### config.mk
export PLATFORM = sky130hd
export DESIGN_NAME = icache_ctrl
export DESIGN_NICKNAME = d
export VERILOG_FILES = /design/src/logic/icache_pkg.sv /design/src/logic/icache_ctrl.sv
export SDC_FILE = /design/constraint.sdc
export NUM_CORES = 1
export LEC_CHECK = 0
export ABC_AREA = 0
export BUFFER_PORTS_ARGS = -buffer_cell sky130_fd_sc_hd__buf_2
export CORE_AREA = 3 3 152 154
export DETAILED_ROUTE_END_ITERATION = 10
export DIE_AREA = 0 0 155 157
export PLACE_DENSITY_LB_ADDON = 0.25
export SYNTH_ARGS = -nofsm -noshare
export SYNTH_HDL_FRONTEND = slang
export SYNTH_SLANG_ARGS = --single-unit
### constraint.sdc
create_clock -name clk_i -period 1.9 [get_ports clk_i]
set_input_delay 0.19 -clock clk_i [delete_from_list [all_inputs] [get_ports clk_i]]
set_output_delay 0.19 -clock clk_i [all_outputs]
set_load 0.03 [all_outputs]
### src/logic/icache_pkg.sv
`default_nettype none

package icache_pkg;

  // -------------------------------------------------------------------------
  // widths
  // -------------------------------------------------------------------------
  localparam int XLEN          = 32;                 // bus and instruction word
  localparam int PLEN          = 32;                 // physical address
  localparam int BURST_LEN     = 4;                  // beats per line
  localparam int BLK_BITS      = BURST_LEN * XLEN;   // one cache line
  localparam int BLK_OFF_BITS  = $clog2(BLK_BITS / 8);
  localparam int WORD_OFF_BITS = $clog2(BURST_LEN);  // word within line
  localparam int BEAT_LSB      = $clog2(XLEN / 8);   // byte within word

  typedef logic [PLEN-1:0]     adr_t;
  typedef logic [XLEN-1:0]     word_t;
  typedef logic [BLK_BITS-1:0] line_t;

  // -------------------------------------------------------------------------
  // bus encodings
  // -------------------------------------------------------------------------
  typedef enum logic [2:0] {
    BYTE  = 3'b000,
    HWORD = 3'b001,
    WORD  = 3'b010,
    DWORD = 3'b011
  } biu_size_t;

  typedef enum logic [2:0] {
    SINGLE = 3'b000,
    WRAP4  = 3'b010,
    WRAP8  = 3'b100,
    WRAP16 = 3'b110
  } biu_type_t;

  // -------------------------------------------------------------------------
  // cpu and bus side bundles
  // -------------------------------------------------------------------------
  typedef struct packed {
    logic  ack;
    logic  err;   // fill failed
    word_t q;
  } cpu_rsp_t;

  typedef struct packed {
    logic      stb;   // held until stb_ack
    adr_t      adr;
    biu_size_t size;
    biu_type_t btype;
  } bus_req_t;

  typedef struct packed {
    logic  stb_ack;
    logic  ack;       // one per beat
    logic  err;
    word_t q;
  } bus_rsp_t;

  // burst reader back to controller
  typedef struct packed {
    logic  done;  // single cycle
    logic  err;
    line_t line;
  } fill_t;

endpackage

`default_nettype wire
### src/logic/icache_ctrl.sv
`timescale 1ns/1ps
`default_nettype none

module icache_ctrl
  import icache_pkg::*;
#(
  parameter int WAYS     = 2,
  parameter int IDX_BITS = 6
)
(
  input  wire                                    clk_i,
  input  wire                                    rst_ni,
  input  wire                                    req_i,
  input  wire  adr_t                             adr_i,
  input  wire                                    flush_i,
  input  wire                                    miss_i,
  input  wire  fill_t                            fill_i,
  output logic [IDX_BITS-1:0]                    idx_o,
  output logic                                   tag_we_o,
  output logic                                   flush_clr_o,
  output logic [WAYS-1:0]                        way_sel_o,
  output logic [WORD_OFF_BITS-1:0]               word_off_o,
  output logic [PLEN-IDX_BITS-BLK_OFF_BITS-1:0]  lkp_tag_o,
  output logic                                   fill_start_o,
  output adr_t                                   fill_adr_o,
  output line_t                                  fill_line_o,
  output logic                                   rsp_sel_fill_o,
  output cpu_rsp_t                               rsp_o
);

  typedef enum logic [1:0] {ARMED, FILL, RECOVER} state_t;

  state_t          state_q;
  adr_t            adr_q;         // held request
  logic            lkp_q;         // tag compare due this cycle
  logic            late_q;        // request taken with the RECOVER ack
  logic            flush_pend_q;  // flush seen outside ARMED
  logic            err_q;         // fill ended with bus error
  logic [19:0]     lfsr_q;        // random replacement
  logic [WAYS-1:0] way_q;         // way being refilled
  logic            armed;
  logic            recover;
  logic            start;

  assign armed   = (state_q == ARMED);
  assign recover = (state_q == RECOVER);
  assign start   = armed & lkp_q & miss_i;

  // -------------------------------------------------------------------------
  // request and victim way
  // -------------------------------------------------------------------------
  always_ff @(posedge clk_i)
  begin
    if (req_i)
      adr_q <= adr_i;
    if (start)
      way_q <= WAYS'(1) << (lfsr_q % WAYS);  // picked on the miss cycle
  end

  // -------------------------------------------------------------------------
  // state machine
  // -------------------------------------------------------------------------
  always_ff @(posedge clk_i or negedge rst_ni)
  begin
    if (!rst_ni)
    begin
      state_q      <= ARMED;
      lkp_q        <= 1'b0;
      late_q       <= 1'b0;
      flush_pend_q <= 1'b0;
      err_q        <= 1'b0;
      lfsr_q       <= '0;
    end
    else
    begin
      lkp_q        <= armed & (req_i | late_q);
      late_q       <= recover & req_i;              // looked up in the next ARMED
      flush_pend_q <= ~armed & (flush_i | flush_pend_q);
      if (state_q != FILL)
        lfsr_q <= {lfsr_q[18:0], lfsr_q[19] ~^ lfsr_q[16]};
      case (state_q)
        ARMED:
          if (start)
            state_q <= FILL;
        FILL:
          if (fill_i.done)
          begin
            state_q <= RECOVER;
            err_q   <= fill_i.err;
          end
        default:
          state_q <= ARMED;  // RECOVER lasts one cycle
      endcase
    end
  end

  // new address while ARMED, held one during fill and recovery
  assign idx_o = (armed && !late_q) ? adr_i[BLK_OFF_BITS +: IDX_BITS]
                                    : adr_q[BLK_OFF_BITS +: IDX_BITS];

  assign tag_we_o       = (state_q == FILL) & fill_i.done;  // tag, line and valid
  assign flush_clr_o    = armed & (flush_i | flush_pend_q);
  assign way_sel_o      = way_q;
  assign word_off_o     = adr_q[BEAT_LSB +: WORD_OFF_BITS];
  assign lkp_tag_o      = adr_q[PLEN-1:IDX_BITS+BLK_OFF_BITS];
  assign fill_start_o   = start;
  assign fill_adr_o     = {adr_q[PLEN-1:BEAT_LSB], {BEAT_LSB{1'b0}}};  // word aligned
  assign fill_line_o    = fill_i.line;
  assign rsp_sel_fill_o = recover;

  assign rsp_o.ack = (armed & lkp_q & ~miss_i) | recover;
  assign rsp_o.err = recover & err_q;
  assign rsp_o.q   = '0;  // word comes from the data array

endmodule

`default_nettype wire

==> flow_summary.ini <==
[sta]
finalSetupViolCount = 0
whs_ns = 0.0423
min_period_over_period = 0.943
skew_ns = 0.00644
max_slew_margin = 0.508
rsz0062_at_grt = false
report.final.hold_viol_count = 0
max_freq_ghz = 0.558
tns_ns = 0
maxSlewViolCount = 0
fin_crit_ns = 1.79
tightest_slew_ns = 0.738

[power]
p_sw_mw = 1.39
p_int_mw = 3.23
p_leak_nw = 1.45
p_seq_frac = 0.379
combPwrFrac = 0.259
ir_worst_vdd_mv = 0.499
p_sw_frac = 0.301
total_power_mw = 4.62
p_per_area_mw_per_mm2 = 1360
p_clk_frac = 0.362

[global_route]
grt_max_degree = 33
grt_pass1_wl_um = 9560
antenna_found_initial = 0
grt-ovfl-total = 0
grt_pass1_vias = 1656
track_usage = 0.0515

[setup_path]
required_ns = 1.71
r2r_start = state_q[1]
rrSetupSlack_ns = 0.57
start_kind = flip-flop
cp.arrival_ns = 1.60
reg2regPathDepth = 3
path_class = reg2out
path_max_fanout = 6
cp-startpoint = late_q
endpoint_kind = output port
reg2reg_to = lfsr_q[14]
worstSetupEndpoint = idx_o[5]

[clocking]
cts_num_sinks = 58
cts_tree = built
cts_root_buffer = clkbuf_16
path_clk_slew_ns = 0.05
htree_levels = 3
clockBufferDepth = 2
cts_buffers = 9
clkLatencyLatePin_ns = 0.32

[worst_hold_path]
worstHoldPathType = in2reg

[logic_synthesis]
yosys_warnings = 0
netlist-cell-type-count = 21
yosysTopAreaCell = buf_4
syn_area_mm2 = 0.00350
synth_top_area_frac = 0.401
ys_seq_area_frac = 0.461
synth_seq_cells = 58
synthTopCellsByArea = buf_4 40%, edfxtp_1 27%, dfrtp_1 19%, mux2_2 8.4%, buf_6 0.97%
syn-mean-instance-area_um2 = 11.8
postSynthCellCount = 297

[final_layout]
area_growth_pct = -2.50
layout-drive-gt1-share = 0.564
finalNetCount = 426
diodes = 0
layout_common_cells = 104 x buf_2, 34 x conb_1, 32 x edfxtp_1
final_common_cell = buf_2

[die]
die_x_um = 155
coreArea_mm2 = 0.0218
start_util = 0.160
io_pins = 397
fp.dieArea_mm2 = 0.0243
rows = 54
die_h_um = 157

[detailed_routing]
vias = 1592
wl_per_cell_um = 12.0
drt_first_pass_iters = 4
antenna_violating_nets_post_route = 0
route.detailed.drc = 0
drt-vias-per-instance = 2.93
wirelength_um = 6540
drt_iter0_markers = 37

[placed_design]
hpwl_um = 5030
finalWeightedCongestion = 0.665
io_buffers = 104

[flow_run]
max-cap-violations = 0

[outcome]
status = completed
cells in the mapped netlist:
cell type and count:
buf_4 187, edfxtp_1 32, dfrtp_1 26, mux2_2 26, buf_6 3, nor2_1 3
a21oi_1 2, and2_1 2, and3b_1 2, inv_1 2, nand2b_1 2, and3_1 1
conb_1 1, mux2i_1 1, nand2b_4 1, nand3b_1 1, nor2b_1 1, nor3_1 1
nor3_4 1, o21a_1 1, xor2_1 1
worst min path at each step:
stage | startpoint | endpoint | slack [ns] | cells after the start
2_1_floorplan | rst_ni | err_q | -0.11 | 0
3_3_place_gp | rst_ni | lfsr_q[1] | 0.23 | 1
3_5_place_dp | rst_ni | lfsr_q[1] | 0.23 | 1
4_1_cts | adr_i[12] | adr_q[12] | 0.03 | 1
5_1_grt | adr_i[29] | adr_q[29] | 0.02 | 1
6_report | adr_i[12] | adr_q[12] | 0.04 | 1
sequential cells by signal, summed over array words and instances (netlist names):
name and count:
adr_q 30, lfsr_q 20, state_q 2, way_sel_o 2
err_q 1, flush_pend_q 1, late_q 1, lkp_q 1
cell families (layout without fill, tap and decap cells):
family | count (synthesis) | after routing | share of synthesized area
compound gates | 3 | 3 | 0.00501
buf+inv | 192 | 126 | 0.413
simple gates | 15 | 15 | 0.0311
xor+xnor | 1 | 1 | 0.00250
other cells | 1 | 34 | 0.00107
mux | 27 | 27 | 0.0866
flops | 58 | 58 | 0.461
through the flow:
step	utilization	setup WS, ns	instance area [um2]	std cells
3_5_place_dp	0.141	0.380	3070	526
6_report	0.156	0.108	3410	544
3_3_place_gp	0.141	0.413	3070	526
5_1_grt	0.156	0.0335	3410	544
4_1_cts	0.155	0.0300	3390	543
2_1_floorplan	-	0.325	3620	330
per-layer routing:
layer,vias up,part of all wire,routed length (um),track usage
met3,25,0.21,1390,0.0525
li1,667,-,-,-
met1,722,0.31,2050,0.0471
met2,178,0.44,2860,0.0702
met5,-,0,0,0
met4,0,0.038,247,0.0336
area by class of cell:
type | count | area (um2)
Sequential cell | 58 | 1610
Multi-Input combinational cell | 80 | 566
Fill cell | 2419 | 18400
Timing Repair Buffer | 108 | 566
Inverter | 2 | 7.51
Tap cell | 280 | 350
Clock buffer | 10 | 229
Clock inverter | 6 | 81.3
repair_timing:
action / CTS / global route
endpoints found under the setup margin: 0 / 4
setup buffers: 0 / 1
endpoints found under the hold margin: 26 / 0
gates resized for setup: 0 / 0
hold buffers: 1 / 0
power groups by stage:
| stage | combinational (mW) | sequential, mW | clock, mW |
|---|---|---|---|
| finish | 1.20 | 1.75 | 1.67 |
| global route | 1.28 | 1.79 | 1.82 |
| CTS | 1.17 | 1.76 | 1.74 |
| detailed placement | 1.17 | 1.78 | 0 |
| global placement | 1.16 | 1.77 | 0 |
| floorplan | 1.41 | 1.85 | 0 |
critical path, stage by stage, from the launching register on:
cell     delay [ns]
dfrtp_1        0.41
nor3_4         0.23
buf_12         0.14
mux2_2         0.33
buf_2          0.18
No activity file was read; power rests on OpenSTA's default activity.
