### config.mk
export PLATFORM = sky130hd
export DESIGN_NAME = icache_burst_rd
export DESIGN_NICKNAME = d
export VERILOG_FILES = /design/src/logic/icache_pkg.sv /design/src/logic/icache_burst_rd.sv
export SDC_FILE = /design/constraint.sdc
export NUM_CORES = 1
export LEC_CHECK = 0
export BUFFER_PORTS_ARGS = -buffer_cell sky130_fd_sc_hd__buf_2
export CAP_MARGIN = 0
export CORE_ASPECT_RATIO = 0.5
export CORE_MARGIN = 2
export CORE_UTILIZATION = 44
export DETAILED_ROUTE_END_ITERATION = 7
export PLACE_DENSITY = 0.78
export SLEW_MARGIN = 20
export SYNTH_ARGS = -nofsm -noshare
export SYNTH_HDL_FRONTEND = slang
export SYNTH_SLANG_ARGS = --single-unit
### constraint.sdc
create_clock -name clk_i -period 2.4 [get_ports clk_i]
set_clock_uncertainty 0.2 [all_clocks]
set_input_delay 0.36 -clock clk_i [delete_from_list [all_inputs] [get_ports clk_i]]
set_output_delay 0.36 -clock clk_i [all_outputs]
set_load 0.02 [all_outputs]
### src/logic/icache_pkg.sv
`default_nettype none

package icache_pkg;

  // -------------------------------------------------------------------------
  // widths
  // -------------------------------------------------------------------------
  localparam int XLEN          = 32;                 // bus and instruction word
  localparam int PLEN          = 32;                 // physical address
  localparam int BURST_LEN     = 4;                  // beats per line
  localparam int BLK_BITS      = BURST_LEN * XLEN;   // one cache line
  localparam int BLK_OFF_BITS  = $clog2(BLK_BITS / 8);
  localparam int WORD_OFF_BITS = $clog2(BURST_LEN);  // word within line
  localparam int BEAT_LSB      = $clog2(XLEN / 8);   // byte within word

  typedef logic [PLEN-1:0]     adr_t;
  typedef logic [XLEN-1:0]     word_t;
  typedef logic [BLK_BITS-1:0] line_t;

  // -------------------------------------------------------------------------
  // bus encodings
  // -------------------------------------------------------------------------
  typedef enum logic [2:0] {
    BYTE  = 3'b000,
    HWORD = 3'b001,
    WORD  = 3'b010,
    DWORD = 3'b011
  } biu_size_t;

  typedef enum logic [2:0] {
    SINGLE = 3'b000,
    WRAP4  = 3'b010,
    WRAP8  = 3'b100,
    WRAP16 = 3'b110
  } biu_type_t;

  // -------------------------------------------------------------------------
  // cpu and bus side bundles
  // -------------------------------------------------------------------------
  typedef struct packed {
    logic  ack;
    logic  err;   // fill failed
    word_t q;
  } cpu_rsp_t;

  typedef struct packed {
    logic      stb;   // held until stb_ack
    adr_t      adr;
    biu_size_t size;
    biu_type_t btype;
  } bus_req_t;

  typedef struct packed {
    logic  stb_ack;
    logic  ack;       // one per beat
    logic  err;
    word_t q;
  } bus_rsp_t;

  // burst reader back to controller
  typedef struct packed {
    logic  done;  // single cycle
    logic  err;
    line_t line;
  } fill_t;

endpackage

`default_nettype wire
### src/logic/icache_burst_rd.sv
`timescale 1ns/1ps
`default_nettype none

module icache_burst_rd
  import icache_pkg::*;
(
  input  wire            clk_i,
  input  wire            rst_ni,
  input  wire            start_i,
  input  wire  adr_t     adr_i,
  input  wire  bus_rsp_t bus_i,
  output bus_req_t       bus_o,
  output fill_t          fill_o
);

  typedef enum logic [1:0] {IDLE, WAIT4BIU, BURST} state_t;

  state_t                   state_q;
  adr_t                     adr_q;   // start address, stable while stb
  logic [WORD_OFF_BITS-1:0] cnt_q;   // beats left minus one
  logic [WORD_OFF_BITS-1:0] ptr_q;   // wrapping word slot
  line_t                    line_q;
  logic                     done_q;
  logic                     err_q;
  logic                     last;

  // last beat or error ends the burst
  assign last = (state_q == BURST) & (bus_i.err | (bus_i.ack & ~|cnt_q));

  // -------------------------------------------------------------------------
  // bus state machine
  // -------------------------------------------------------------------------
  always_ff @(posedge clk_i or negedge rst_ni)
  begin
    if (!rst_ni)
    begin
      state_q <= IDLE;
      cnt_q   <= '0;
      ptr_q   <= '0;
      done_q  <= 1'b0;
      err_q   <= 1'b0;
    end
    else
    begin
      done_q <= last;                                 // line complete by now
      err_q  <= (state_q == BURST) & bus_i.err;
      case (state_q)
        IDLE:
          if (start_i)
          begin
            state_q <= WAIT4BIU;
            cnt_q   <= WORD_OFF_BITS'(BURST_LEN - 1);
            ptr_q   <= adr_i[BEAT_LSB +: WORD_OFF_BITS];  // critical word first
          end
        WAIT4BIU:
          if (bus_i.stb_ack)
            state_q <= BURST;
        BURST:
          if (last)
            state_q <= IDLE;
          else if (bus_i.ack)
          begin
            cnt_q <= cnt_q - 1'b1;
            ptr_q <= ptr_q + 1'b1;  // wraps inside the line
          end
        default:
          state_q <= IDLE;
      endcase
    end
  end

  // address hold and line assembly
  always_ff @(posedge clk_i)
  begin
    if (start_i && state_q == IDLE)
      adr_q <= adr_i;
    if (state_q == BURST && bus_i.ack && !bus_i.err)
      line_q[ptr_q*XLEN +: XLEN] <= bus_i.q;
  end

  assign bus_o.stb   = (state_q == WAIT4BIU);
  assign bus_o.adr   = adr_q;
  assign bus_o.size  = WORD;
  assign bus_o.btype = WRAP4;

  assign fill_o = '{done: done_q, err: err_q, line: line_q};

endmodule

`default_nettype wire

==> flow_summary.ini, run 1 <==
[global_route]
grt_pass1_vias = 4012
overflow = 0
grt_max_degree = 33
antenna_found_initial = 0
grtUsageTotal_pct = 18.3
grt_pass1_wl_mm = 21.4

[cts]
htree_num_levels = 4
clk_pin_slew_worst_paths_ns = 0.06
cts_buffers = 17
post-cts-setup-buffer-count = 0
clock_latency_ns = 0.40
clkSinkCount = 168
cts.path.max_buffers = 2
cts_root_buffer = clkbuf_16
cts_tree = built

[critical_path]
crit_path_end_kind = flip-flop
path_buf_inv = 1
path_cells = inv_1 -> ha_1 -> and4bb_4 -> and2_1
worstSetupStartpointType = flip-flop
cp.arrival_ns = 2.29
crit_type = flip-flop to flip-flop
critPathMaxFanout = 32
critPathSlowestCell = and4bb_4
critical_path.top_delay_family = simple AND/OR/NAND/NOR gates
cp.required_ns = 2.46
critical_path.max_stage_delay_ns = 0.58

[placement]
place_inst = 790
portBuffers = 232
dpl_cell_area_um2 = 7810
gp_congestion = 0.745
hpwl_mm = 9.36

[logic_synthesis]
synth-main-ff-cell = edfxtp_1
synth.distinct_cells = 34
async_reset_ff_share_pct = 4.76
ys_seq_area_share_pct = 78.0
syn-cell-area_um2 = 6410
synth-edff-count = 160
syn_inst = 368
syn_avg_cell_area_um2 = 17.4
ys_warn_count = 0
ys_seq_elements = 168

[floorplan]
std_cell_rows = 31
core_um2 = 14400
io_pins = 239
die-height_um = 89.4
die_w_um = 175
initial_core_util_pct = 44.7
dieArea_um2 = 15600

[final_layout]
layout_commonest_cell = buf_2
fill_cells = 1105
fin_util_pct = 60.7
drive_above_1_share_pct = 46.0
syn2layout_area_growth_pct = 35.8
final_cell_area_um2 = 8710
fin_cells = 856
insertedDiodeCount = 0
final_cell_mix = buf_2 (232), edfxtp_1 (160), and2_1 (105), dlygate4sd3_1 (34), and2_4 (20)
finalNetCount = 721

[timing]
rsz0062_at_grt = no
fin_crit_sh_pct = 93.0
fmax_mhz = 448
slew_viol_final = 0
setup_viol = 0
tns_ns = 0
hold_viol = 0
finalCriticalPeriod_ns = 2.23

[route]
viasPerCell = 4.54
ant_nets = 0
wirelength_mm = 14.3
wl_per_cell_um = 16.7
drc = 0
drt_first_iter_violations = 215
vias = 3889
first_pass_iters = 5

[worst_hold_path]
hold_class = primary input to flip-flop

[power_and_ir_drop]
vdd_drop_max_mv = 0.649
powerDensity_nw_per_um2 = 954
p_leak_nw = 3.72
finalPower_mw = 8.31

[status]
status = finished clean

[run]
max-cap-violations = 0
[where the power goes]
group,total [mW],switching (mW),internal [mW]
Clock,2.56,1.13,1.43
Sequential,3.74,0.0956,3.64
Combinational,2.01,1.14,0.869
Total,8.31,2.36,5.95
[synth_stat cells (all sizes together), types with 2 or more instances]
| library cell | n | share of area, % |
|---|---|---|
| nor2 | 3 | 0.18 |
| nor2b | 3 | 0.29 |
| clkbuf | 9 | 0.68 |
| and3b | 6 | 0.82 |
| edfxtp | 160 | 75 |
| ha | 6 | 1.2 |
| a21oi | 3 | 0.23 |
| conb | 2 | 0.12 |
| nand2b | 3 | 0.29 |
| nor3 | 2 | 0.33 |
| and2 | 129 | 13 |
| dfrtp | 8 | 3.1 |
| nor3b | 2 | 0.41 |
| inv | 6 | 0.35 |
| buf | 13 | 1.8 |
| a31oi | 2 | 0.20 |
[area by class of cell]
| type | count | area (um^2) | area share (%) |
|---|---|---|---|
| sequential | 168 | 5000 | 57.4 |
| clock buffer | 18 | 429 | 4.93 |
| timing repair buffer | 276 | 1630 | 18.7 |
| inverter | 6 | 22.5 | 0.259 |
| clock inverter | 14 | 126 | 1.45 |
| tap | 198 | 248 | 2.84 |
| multi-input combinational | 176 | 1250 | 14.4 |
[per-layer routing]
metal	vias up	wire, um	part of all wire (%)	track usage, %
met3	10	610	4.3	4.00
met5	-	0	0	0
met1	1914	5690	40	21.3
li1	1848	-	-	-
met4	0	121	0.85	5.23
met2	117	7850	55	34.9
[path summary, 6_finish.rpt]
kind / start / slack, ns / end / cells after the start
max: ptr_q[0] / 0.17 / line_q[22] / 4
min: bus_i[32] / 0.04 / err_q / 2
min reg2reg: state_q[1] / 0.40 / cnt_q[0] / 2
max reg2reg: ptr_q[0] / 0.17 / line_q[22] / 4
min in group asynchronous: rst_ni / 0.14 / err_q / 2
max in group asynchronous: rst_ni / 1.68 / ptr_q[0] / 2
[cells by family after synthesis]
group	count (synthesis)	share of synthesized area (%)
DFF	168	78.0
and+or+nand+nor	150	16.3
buffers and inverters	28	2.81
AOI/OAI and AO/OA	12	1.29
adders and majority gates	6	1.17
muxes	2	0.332
other	2	0.117
[registers in the layout, indices dropped and copies added, names as in the netlist]
name	flops
cnt_q	2
state_q	2
err_q	1
line_q	128
done_q	1
adr_q	32
ptr_q	2
[metrics by stage]
step	hold WS, ns	setup slack, ns
finish	0.0421	0.168
global route	0.0542	0.0329
CTS	0.0290	0.152
detailed placement	0.0160	0.0262
global placement	0.0102	0.147
floorplan	-0.136	0.0307
[repair_timing]
action | 4_1_cts | 5_1_grt
hold buffers | 34 | 0
endpoints found under the hold margin | 41 | 0
setup endpoints to repair | 13 | 0
gates resized for setup | 1 | 0
Power figures use the tool's default switching activity.
==> inputs of run 2 (changes only) <==
--- a/config.mk
+++ b/config.mk
@@ -11,6 +11,7 @@
 export CORE_MARGIN = 2
 export CORE_UTILIZATION = 44
 export DETAILED_ROUTE_END_ITERATION = 7
+export MAX_ROUTING_LAYER = met4
 export PLACE_DENSITY = 0.78
 export SLEW_MARGIN = 20
 export SYNTH_ARGS = -nofsm -noshare
==> constraint.sdc (replaced) <==
create_clock -name clk_i -period 2.4 [get_ports clk_i]
set_clock_uncertainty 0.2 [all_clocks]
set_input_delay 0.24 -clock clk_i [delete_from_list [all_inputs] [get_ports clk_i]]
set_output_delay 0.24 -clock clk_i [all_outputs]
set_load 0.02 [all_outputs]
==> flow_summary.ini, run 2 (same netlist as run 1, synthesis figures left out) <==
[worst_hold_path]
hold_class = primary input to flip-flop
min_from = bus_i[33]

[cts]
cts.path.max_buffers = 2
clkSinkCount = 168
cts_root_buffer = clkbuf_16
htree_num_levels = 4
clock_latency_ns = 0.40
clk_pin_slew_worst_paths_ns = 0.07
cts_tree = built
cts_buffers = 17

[timing]
hold_viol = 0
fin_ws_ns = 0.165
tns_ns = 0
fin_crit_sh_pct = 93.1
fmax_mhz = 447
finalCriticalPeriod_ns = 2.24
fin_hold_ws_ns = 0.0324
setup_viol = 0
slew_viol_final = 0
rsz0062_at_grt = no

[final_layout]
layout_commonest_cell = buf_2
insertedDiodeCount = 0
ff_latch_area_um2 = 5000
drive_above_1_share_pct = 43.5
finalNetCount = 755
top_register = line_q
fill_cells = 1071
syn2layout_area_growth_pct = 41.5
final_cell_mix = buf_2 (232), edfxtp_1 (160), and2_1 (105), dlygate4sd3_1 (69), and2_4 (20)
multi_input_area_um2 = 1250
reg_top3 = line_q: 128 flops, adr_q: 32 flops
largest_register_ffs = 128
final_cell_area_um2 = 9080

[status]
status = finished clean

[floorplan]
core_um2 = 14400
die-height_um = 89.4
initial_core_util_pct = 44.7
std_cell_rows = 31
die_w_um = 175
dieArea_um2 = 15600
io_pins = 239

[global_route]
antenna_found_initial = 0
grt_pass1_wl_mm = 21.5
grtUsageTotal_pct = 19.0
grt_max_degree = 33
grt_pass1_vias = 4216
overflow = 0

[power_and_ir_drop]
powerDensity_nw_per_um2 = 933
finalPower_mw = 8.47
vdd_drop_max_mv = 0.619
p_leak_nw = 3.88

[critical_path]
crit_path_end_kind = flip-flop
r2r_start = ptr_q[0]
crit_type = flip-flop to flip-flop
crit_start = ptr_q[0]
cp.arrival_ns = 2.31
critPathMaxFanout = 32
cp.required_ns = 2.47
worstSetupStartpointType = flip-flop

[placement]
hpwl_mm = 9.17
portBuffers = 232
dp_slack_ns = 0.0321
gp_congestion = 0.756
dpl_cell_area_um2 = 7800

[route]
viasPerCell = 4.59
wirelength_mm = 14.5
drt_first_iter_violations = 159
first_pass_iters = 4
drc = 0
ant_nets = 0
vias = 4089
wl_per_cell_um = 16.3

[run]
max-cap-violations = 0
## run 2: cell types whose count changed in the layout (fill, tap and decap cells not counted)
cell,delta
dlygate4sd3_1,+35
clkinvlp_4,-2
buf_4,-1
bufinv_16,+1
clkinv_1,+1
clkinv_2,-1
inv_6,+1
## run 2: metrics by stage
| step | std cells | util, % |
|---|---|---|
| after floorplan | 372 | - |
| after global placement | 789 | 54.4 |
| after detailed placement | 789 | 54.4 |
| after CTS | 890 | 63.2 |
| after global routing | 890 | 63.3 |
| final | 890 | 63.3 |
## run 2: path summary, 6_finish.rpt
kind                                    to  slack, ns  cells after the start
min in group asynchronous       state_q[0]       0.50                      3
worst max-delay path            line_q[75]       0.16                      5
worst min-delay path                done_q       0.03                      3
max in group asynchronous         ptr_q[1]       0.65                      4
worst min register to register    cnt_q[0]       0.39                      2
worst max register to register  line_q[75]       0.16                      5
## run 2: timing repair
action	CTS	global route
setup buffers	0	0
setup endpoints to repair	0	32
hold buffers	69	0
gates resized for setup	0	1
hold endpoints to repair	172	0
## run 2: power breakdown
part / total, mW / leakage (nW) / internal [mW] / switching [mW]
Sequential: 3.76 / 1.65 / 3.64 / 0.110
Combinational: 2.05 / 1.95 / 0.895 / 1.15
Clock: 2.67 / 0.276 / 1.54 / 1.13
## run 2: cell type report
| class | count | area share, % |
|---|---|---|
| Inverter | 6 | 0.248 |
| Multi-Input combinational cell | 176 | 13.8 |
| Clock inverter | 14 | 1.64 |
| Clock buffer | 18 | 4.73 |
| Sequential cell | 168 | 55.1 |
| Timing Repair Buffer | 310 | 21.7 |
| Tap cell | 198 | 2.73 |
## run 2: layer usage
metal | wire length, um | global-route usage (%) | vias up
li1 | - | - | 1909
met1 | 5850 | 21.0 | 2024
met2 | 7880 | 34.8 | 132
met3 | 552 | 3.53 | 24
met4 | 255 | 7.88 | 0
met5 | 0 | - | -
## run 2: worst max-delay path: stages (launching register included)
cell and delay [ns]:
dfrtp_1 0.50, inv_1 0.19, ha_1 0.44, nor4b_4 0.22, buf_4 0.36, and2_1 0.18
